File: config.mk
export PLATFORM = sky130hd
export DESIGN_NAME = pwm_io_top
export DESIGN_NICKNAME = d
export VERILOG_FILES = /design/src/rtl/pwm_io_pkg.sv /design/src/rtl/ebus_frontend.sv /design/src/rtl/ebus_readback.sv /design/src/rtl/pwm_channel.sv /design/src/rtl/pwm_io_top.sv
export SDC_FILE = /design/constraint.sdc
export NUM_CORES = 1
export LEC_CHECK = 0
export CAP_MARGIN = 20
export CORE_UTILIZATION = 35
export DETAILED_ROUTE_END_ITERATION = 16
export DONT_BUFFER_PORTS = 1
export SKIP_CTS_REPAIR_TIMING = 1
export SLEW_MARGIN = 5
export SYNTH_ARGS = -nofsm -noshare
export SYNTH_HDL_FRONTEND = slang
export SYNTH_SLANG_ARGS = --single-unit
File: constraint.sdc
create_clock -name clk -period 3.7 [get_ports clk]
set_input_delay 0.185 -clock clk [delete_from_list [all_inputs] [get_ports clk]]
set_output_delay 0.185 -clock clk [all_outputs]
set_load 0.02 [all_outputs]
File: src/rtl/pwm_io_pkg.sv
package pwm_io_pkg;

    ////////////////////////////////////////////////////////////
    // Widths
    ////////////////////////////////////////////////////////////

    // Channel index, enough for up to 4 channels
    localparam int CHAN_W = 2;

    // Z80 data bus and sample width
    localparam int DATA_W = 8;

    ////////////////////////////////////////////////////////////
    // Enums
    ////////////////////////////////////////////////////////////

    // Register inside a channel, taken from port bit 0
    typedef enum logic [0:0] {
        REG_SAMPLE = 1'b0,
        REG_CTRL   = 1'b1
    } reg_sel_e;

    // Bus cycle currently seen by the front end
    typedef enum logic [1:0] {
        FE_IDLE  = 2'd0,
        FE_READ  = 2'd1,
        FE_WRITE = 2'd2
    } fe_state_e;

    ////////////////////////////////////////////////////////////
    // Structs
    ////////////////////////////////////////////////////////////

    // One decoded I/O cycle, valid for a single clock
    typedef struct packed {
        logic              valid;
        logic              write;
        logic [CHAN_W-1:0] chan;
        reg_sel_e          sel;
        logic [DATA_W-1:0] data;
    } bus_req_t;

    // Register contents of one channel
    typedef struct packed {
        logic [DATA_W-1:0] sample;
        logic              enable;
    } chan_regs_t;

endpackage

File: src/rtl/ebus_frontend.sv
module ebus_frontend #(
    parameter int         NUM_CHANNELS = 4,
    parameter logic [7:0] BASE_PORT    = 8'hE0
) (
    input  logic                 clk,
    input  logic                 reset,

    // Z80 bus
    input  logic [15:0]          a,
    input  logic [7:0]           d_in,
    input  logic                 rd_n,
    input  logic                 wr_n,
    input  logic                 iorq_n,

    // Decoded request and end of read
    output pwm_io_pkg::bus_req_t req,
    output logic                 rd_done
);

    import pwm_io_pkg::*;

    logic [2:0] rd_q;
    logic [2:0] wr_q;
    logic       rd_fall;
    logic       rd_rise;
    logic       wr_fall;
    logic       wr_rise;
    fe_state_e  state;
    logic [7:0] port;
    logic [7:0] offset;
    logic [8:0] port_end;
    logic       port_hit;
    bus_req_t   next_pend;
    bus_req_t   pend;

    ////////////////////////////////////////////////////////////
    // Strobe synchronizers and edge detect
    ////////////////////////////////////////////////////////////

    // Strobes idle high, so reset fills with ones
    always_ff @(posedge clk) begin
        if (reset) begin
            rd_q <= 3'b111;
            wr_q <= 3'b111;
        end else begin
            rd_q <= {rd_q[1:0], rd_n};
            wr_q <= {wr_q[1:0], wr_n};
        end
    end

    assign rd_fall = rd_q[2:1] == 2'b10;
    assign rd_rise = rd_q[2:1] == 2'b01;
    assign wr_fall = wr_q[2:1] == 2'b10;
    assign wr_rise = wr_q[2:1] == 2'b01;

    // Bus cycle tracking
    always_ff @(posedge clk) begin
        if (reset) begin
            state <= FE_IDLE;
        end else if (rd_fall) begin
            state <= FE_READ;
        end else if (wr_fall) begin
            state <= FE_WRITE;
        end else if ((state == FE_READ && rd_rise) || (state == FE_WRITE && wr_rise)) begin
            state <= FE_IDLE;
        end
    end

    ////////////////////////////////////////////////////////////
    // Port decode
    ////////////////////////////////////////////////////////////

    // Only the low address byte counts on Z80 I/O
    assign port     = a[7:0];
    assign offset   = port - BASE_PORT;
    assign port_end = {1'b0, BASE_PORT} + 9'(2 * NUM_CHANNELS);
    assign port_hit = (port >= BASE_PORT) && ({1'b0, port} < port_end);

    // Address, data and iorq_n are already stable at the edge
    always_comb begin
        next_pend.valid = (rd_fall || wr_fall) && !iorq_n && port_hit;
        next_pend.write = wr_fall;
        next_pend.chan  = offset[CHAN_W:1];
        next_pend.sel   = reg_sel_e'(offset[0]);
        next_pend.data  = d_in;
    end

    // Two stages: capture at the edge, then issue
    always_ff @(posedge clk) begin
        if (reset) begin
            pend.valid <= 1'b0;
            req.valid  <= 1'b0;
            rd_done    <= 1'b0;
        end else begin
            pend    <= next_pend;
            req     <= pend;
            rd_done <= rd_rise && state == FE_READ;
        end
    end

endmodule

File: src/rtl/ebus_readback.sv
module ebus_readback #(
    parameter int NUM_CHANNELS = 4
) (
    input  logic                                      clk,
    input  logic                                      reset,

    // Front end request and end of read
    input  pwm_io_pkg::bus_req_t                      req,
    input  logic                                      rd_done,

    // Channel registers
    input  pwm_io_pkg::chan_regs_t [NUM_CHANNELS-1:0] regs,

    // Data bus drive
    output logic [7:0]                                d_out,
    output logic                                      d_oe
);

    import pwm_io_pkg::*;

    chan_regs_t        sel_regs;
    logic [DATA_W-1:0] rd_data;
    logic              rd_req;

    assign rd_req = req.valid && !req.write;

    // Channel mux, then register format
    always_comb begin
        sel_regs = '0;
        for (int k = 0; k < NUM_CHANNELS; k++) begin
            if (req.chan == CHAN_W'(k)) begin
                sel_regs = regs[k];
            end
        end
        if (req.sel == REG_CTRL) begin
            rd_data = {{(DATA_W - 1){1'b0}}, sel_regs.enable};
        end else begin
            rd_data = sel_regs.sample;
        end
    end

    // Data held on the bus until rd_n goes back high
    always_ff @(posedge clk) begin
        if (reset) begin
            d_out <= '0;
            d_oe  <= 1'b0;
        end else if (rd_req) begin
            d_out <= rd_data;
            d_oe  <= 1'b1;
        end else if (rd_done) begin
            d_out <= '0;
            d_oe  <= 1'b0;
        end
    end

endmodule

File: src/rtl/pwm_channel.sv
module pwm_channel #(
    parameter int CHAN_INDEX = 0
) (
    input  logic                   clk,
    input  logic                   reset,

    // Request from the bus front end
    input  pwm_io_pkg::bus_req_t   req,

    // Register contents for readback
    output pwm_io_pkg::chan_regs_t regs,

    // PWM audio bit
    output logic                   pwm
);

    import pwm_io_pkg::*;

    logic [DATA_W-1:0] count;
    logic              wr_hit;

    ////////////////////////////////////////////////////////////
    // Register writes
    ////////////////////////////////////////////////////////////

    // Writes addressed to this channel only
    assign wr_hit = req.valid && req.write && (req.chan == CHAN_W'(CHAN_INDEX));

    always_ff @(posedge clk) begin
        if (reset) begin
            regs <= '0;
        end else if (wr_hit) begin
            case (req.sel)
                REG_SAMPLE: begin
                    regs.sample <= req.data;
                end
                REG_CTRL: begin
                    // Enable lives in data bit 0
                    regs.enable <= req.data[0];
                end
            endcase
        end
    end

    ////////////////////////////////////////////////////////////
    // PWM generation
    ////////////////////////////////////////////////////////////

    // Free running counter wraps every 256 cycles
    always_ff @(posedge clk) begin
        if (reset) begin
            count <= '0;
        end else begin
            count <= count + 1'b1;
        end
    end

    // High for exactly sample cycles out of each period
    assign pwm = regs.enable && (count < regs.sample);

endmodule

File: src/rtl/pwm_io_top.sv
module pwm_io_top #(
    parameter int         NUM_CHANNELS = 4,
    parameter logic [7:0] BASE_PORT    = 8'hE0
) (
    input  logic                    clk,
    input  logic                    reset,

    // Z80 bus, split data lines
    input  logic [15:0]             a,
    input  logic [7:0]              d_in,
    output logic [7:0]              d_out,
    output logic                    d_oe,
    input  logic                    rd_n,
    input  logic                    wr_n,
    input  logic                    iorq_n,

    // PWM audio outputs
    output logic [NUM_CHANNELS-1:0] pwm_out
);

    import pwm_io_pkg::*;

    bus_req_t                    req;
    logic                        rd_done;
    chan_regs_t [NUM_CHANNELS-1:0] regs;

    ////////////////////////////////////////////////////////////
    // Bus front end
    ////////////////////////////////////////////////////////////
    ebus_frontend #(
        .NUM_CHANNELS(NUM_CHANNELS),
        .BASE_PORT(BASE_PORT)
    ) i_frontend (
        .clk(clk),
        .reset(reset),
        .a(a),
        .d_in(d_in),
        .rd_n(rd_n),
        .wr_n(wr_n),
        .iorq_n(iorq_n),
        .req(req),
        .rd_done(rd_done)
    );

    ////////////////////////////////////////////////////////////
    // PWM channels
    ////////////////////////////////////////////////////////////
    for (genvar k = 0; k < NUM_CHANNELS; k++) begin : g_chan
        pwm_channel #(
            .CHAN_INDEX(k)
        ) i_channel (
            .clk(clk),
            .reset(reset),
            .req(req),
            .regs(regs[k]),
            .pwm(pwm_out[k])
        );
    end

    ////////////////////////////////////////////////////////////
    // Register readback
    ////////////////////////////////////////////////////////////
    ebus_readback #(
        .NUM_CHANNELS(NUM_CHANNELS)
    ) i_readback (
        .clk(clk),
        .reset(reset),
        .req(req),
        .rd_done(rd_done),
        .regs(regs),
        .d_out(d_out),
        .d_oe(d_oe)
    );

endmodule

==> results.tsv <==
stage	metric	value	unit
clock_tree	numCtsBuffers	9	
synthesis	ys_seq_area_share	51.2	%
synthesis	synth-simple-area-share	14.7	%
timing	final.period_utilization	60.1	%
global_route	grt_pass1_wl	15800	um
timing	fmax	450	MHz
power	powerDensity	446	nW/um2
power	irDropWorstVdd	0.383	mV
place	place_congestion	0.799	
global_route	grt_pass1_vias	3153	
synthesis	synth_compound_area_share	10.6	%
synthesis	synth_top_area_share	36.4	%
cells_and_area	syn2layout_area_growth	12.3	%
cells_and_area	drive_above_1_share	6.73	%
critical_path	critPathLaunchType	register	
cells_and_area	layout_common_cells	88 x dfxtp_1, 55 x nor2_1, 34 x a21oi_1	
floorplan	core	13300	um2
synthesis	avgSynthCellArea	10.1	um2
critical_path	cp_max_fo	3	
floorplan	die_x	120	um
synthesis	syn_inst	480	
place	dp_hpwl	6760	um
floorplan	rows	42	
timing	tightest_slew	935	ps
critical_path	cp_num_buf_inv	1	
routing	ant_nets	0	
critical_path	rrSetupSlack	1660	ps
cells_and_area	nets	546	
synthesis	synthAdderAreaFrac	8.26	%
synthesis	synth_top_family_by_area	simple AND/OR/NAND/NOR gates	
routing	vias_per_cell	5.05	
timing	slew_violations	0	
cells_and_area	fillCellCount	1310	
critical_path	path_cells	inv_1, ha_1, a21o_1, a21oi_1, o21ai_0, a31oi_1	
flow_run	drv.max_cap_violation_count	0	
synthesis	ys_ff_latch	112	
critical_path	cp_slowest_stage_delay	520	ps
clock_tree	clkTransAtPathRegs	80	ps
critical_path	critPathSlowestCell	a31oi_1	
routing	drt_first_pass_iters	4	
synthesis	synthMuxAreaShare	6.25	%
power	power.leakage	2.04	nW
cells_and_area	final_common_cell	dfxtp_1	
critical_path	endpoint_kind	primary output	
floorplan	die_area	14300	um2
synthesis	yosysWarnings	0	
critical_path	worstPathRequired	3510	ps
place	dp.cells	634	
critical_path	crit_arrival	2040	ps
global_route	grt.overflow.total	0	
critical_path	critPathTopFamily	compound AO/OA/AOI/OAI gates	
timing	hold_viol	0	
global_route	grt.total_usage	14.1	%
routing	route.detailed.drc	0	
clock_tree	cts.sinks	112	
synthesis	synthDistinctLibCells	32	
timing	fin_setup_tns	0	ps
synthesis	synthTopCellsByArea	dfxtp_1 36%, edfxtp_1 15%, ha_1 8.3%	
synthesis	synth_area	4850	um2
hold_path	worstHoldPathType	primary input to register	
clock_tree	h-tree-depth	3	
clock_tree	cts_tree	built	
global_route	antenna_found_initial	0	
outcome	status	finished clean	
clock_tree	clk_latency	350	ps
timing	relSlewSlack	37.6	%
critical_path	crit_type	register to primary output	
routing	drt-total-wl	9780	um
timing	period_needed	2220	ps
timing	finalSetupViolations	0	
routing	via_count	3360	
synthesis	synthXorXnorAreaFrac	4.34	%
floorplan	die_h	120	um
floorplan	start_util	36.3	%
timing	clock_skew	10.3	ps
synthesis	syn_nets	541	
clock_tree	cts_buffer_depth	2	
floorplan	io_pins	42	
clock_tree	root_buffer	clkbuf_16	
timing	rsz0062_at_grt	false	
place	io_buffers	0	
routing	drtIter0Drc	200	
cells_and_area	num_antenna_cells	0	
global_route	grt_max_degree	87	
routing	wire_per_inst	14.7	um
synthesis	yosys.area.top_type	dfxtp_1	
cells_and_area	instances_no_fill	666	
==> per-stage QoR <==
stage | worst slack, ps | utilization, % | cell area [um2] | hold slack [ps] | total power [mW]
after CTS | 1450 | 39.5 | 5270 | -114 | 2.42
after global placement | 1800 | 37.1 | 4950 | 267 | 1.41
final | 1480 | 40.8 | 5440 | 202 | 2.43
after global routing | 1300 | 40.8 | 5440 | 235 | 2.52
after detailed placement | 1720 | 37.1 | 4950 | 263 | 1.42
after floorplan | 2200 | - | 4850 | 261 | 1.40
==> where the power goes <==
| group | internal [mW] | switching [mW] |
|---|---|---|
| clock | 0.541 | 0.471 |
| combinational | 0.0480 | 0.0474 |
| sequential | 1.28 | 0.0366 |
| total | 1.87 | 0.555 |
==> cells in the mapped netlist, drive strengths merged <==
library cell  instances
nand2                32
nor4                  1
a2111oi               1
nor3                  1
mux4                  9
ha                   32
nand2b                8
or3                   1
xnor2                 8
edfxtp               24
buf                   8
a21oi                34
or2                   6
a211oi                1
nor2b                 9
mux2i                10
o21ai                33
a31oi                 8
and3                  8
nand3b                5
and4                  2
dfxtp                88
inv                  30
nor2                 55
nand3                21
a22oi                 7
clkbuf               14
a21o                  8
xor2                 16
==> layer usage <==
layer / global-route usage [%] / routed length [um] / vias up
met3: 4.75 / 620 / 15
met5: 0 / 0 / -
met4: 4.61 / 176 / 0
met2: 22.2 / 4560 / 92
li1: - / - / 1665
met1: 18.2 / 4420 / 1588
==> sequential cells by signal, indices dropped and copies added (netlist names) <==
register	cells
g_chan.i_channel.regs	36
g_chan.i_channel.count	32
i_frontend.pend	13
i_frontend.req	13
i_readback.d_out	8
i_frontend.rd_q	3
i_frontend.wr_q	3
i_frontend.state	2
i_frontend.rd_done	1
i_readback.d_oe	1
==> kinds of logic after synthesis <==
logic type | Yosys count
XOR/XNOR | 24
multiplexers | 19
AO/OA/AOI/OAI | 92
flip-flops | 112
AND/OR/NAND/NOR | 149
buffers and inverters | 52
adder cells (fa/ha/maj) | 32
==> final cells by class <==
type / count / area (um2) / area share (%)
flip-flops and latches: 112 / 2480 / 45.6
clock inverters: 7 / 87.6 / 1.61
clock buffers: 9 / 225 / 4.14
multi-input cells: 316 / 2140 / 39.3
well taps: 176 / 220 / 4.05
inverters: 30 / 113 / 2.07
repair buffers: 16 / 178 / 3.26
==> path summary, 6_finish.rpt <==
kind,startpoint,endpoint,cells after the start
max,g_chan[1].i_channel.regs[5],pwm_out[1],6
min,reset,i_frontend.req[12],2
max reg2reg,i_frontend.req[9],g_chan[3].i_channel.regs[1],4
min reg2reg,i_frontend.wr_q[0],i_frontend.wr_q[1],1
(Power assumes the default switching activity.)
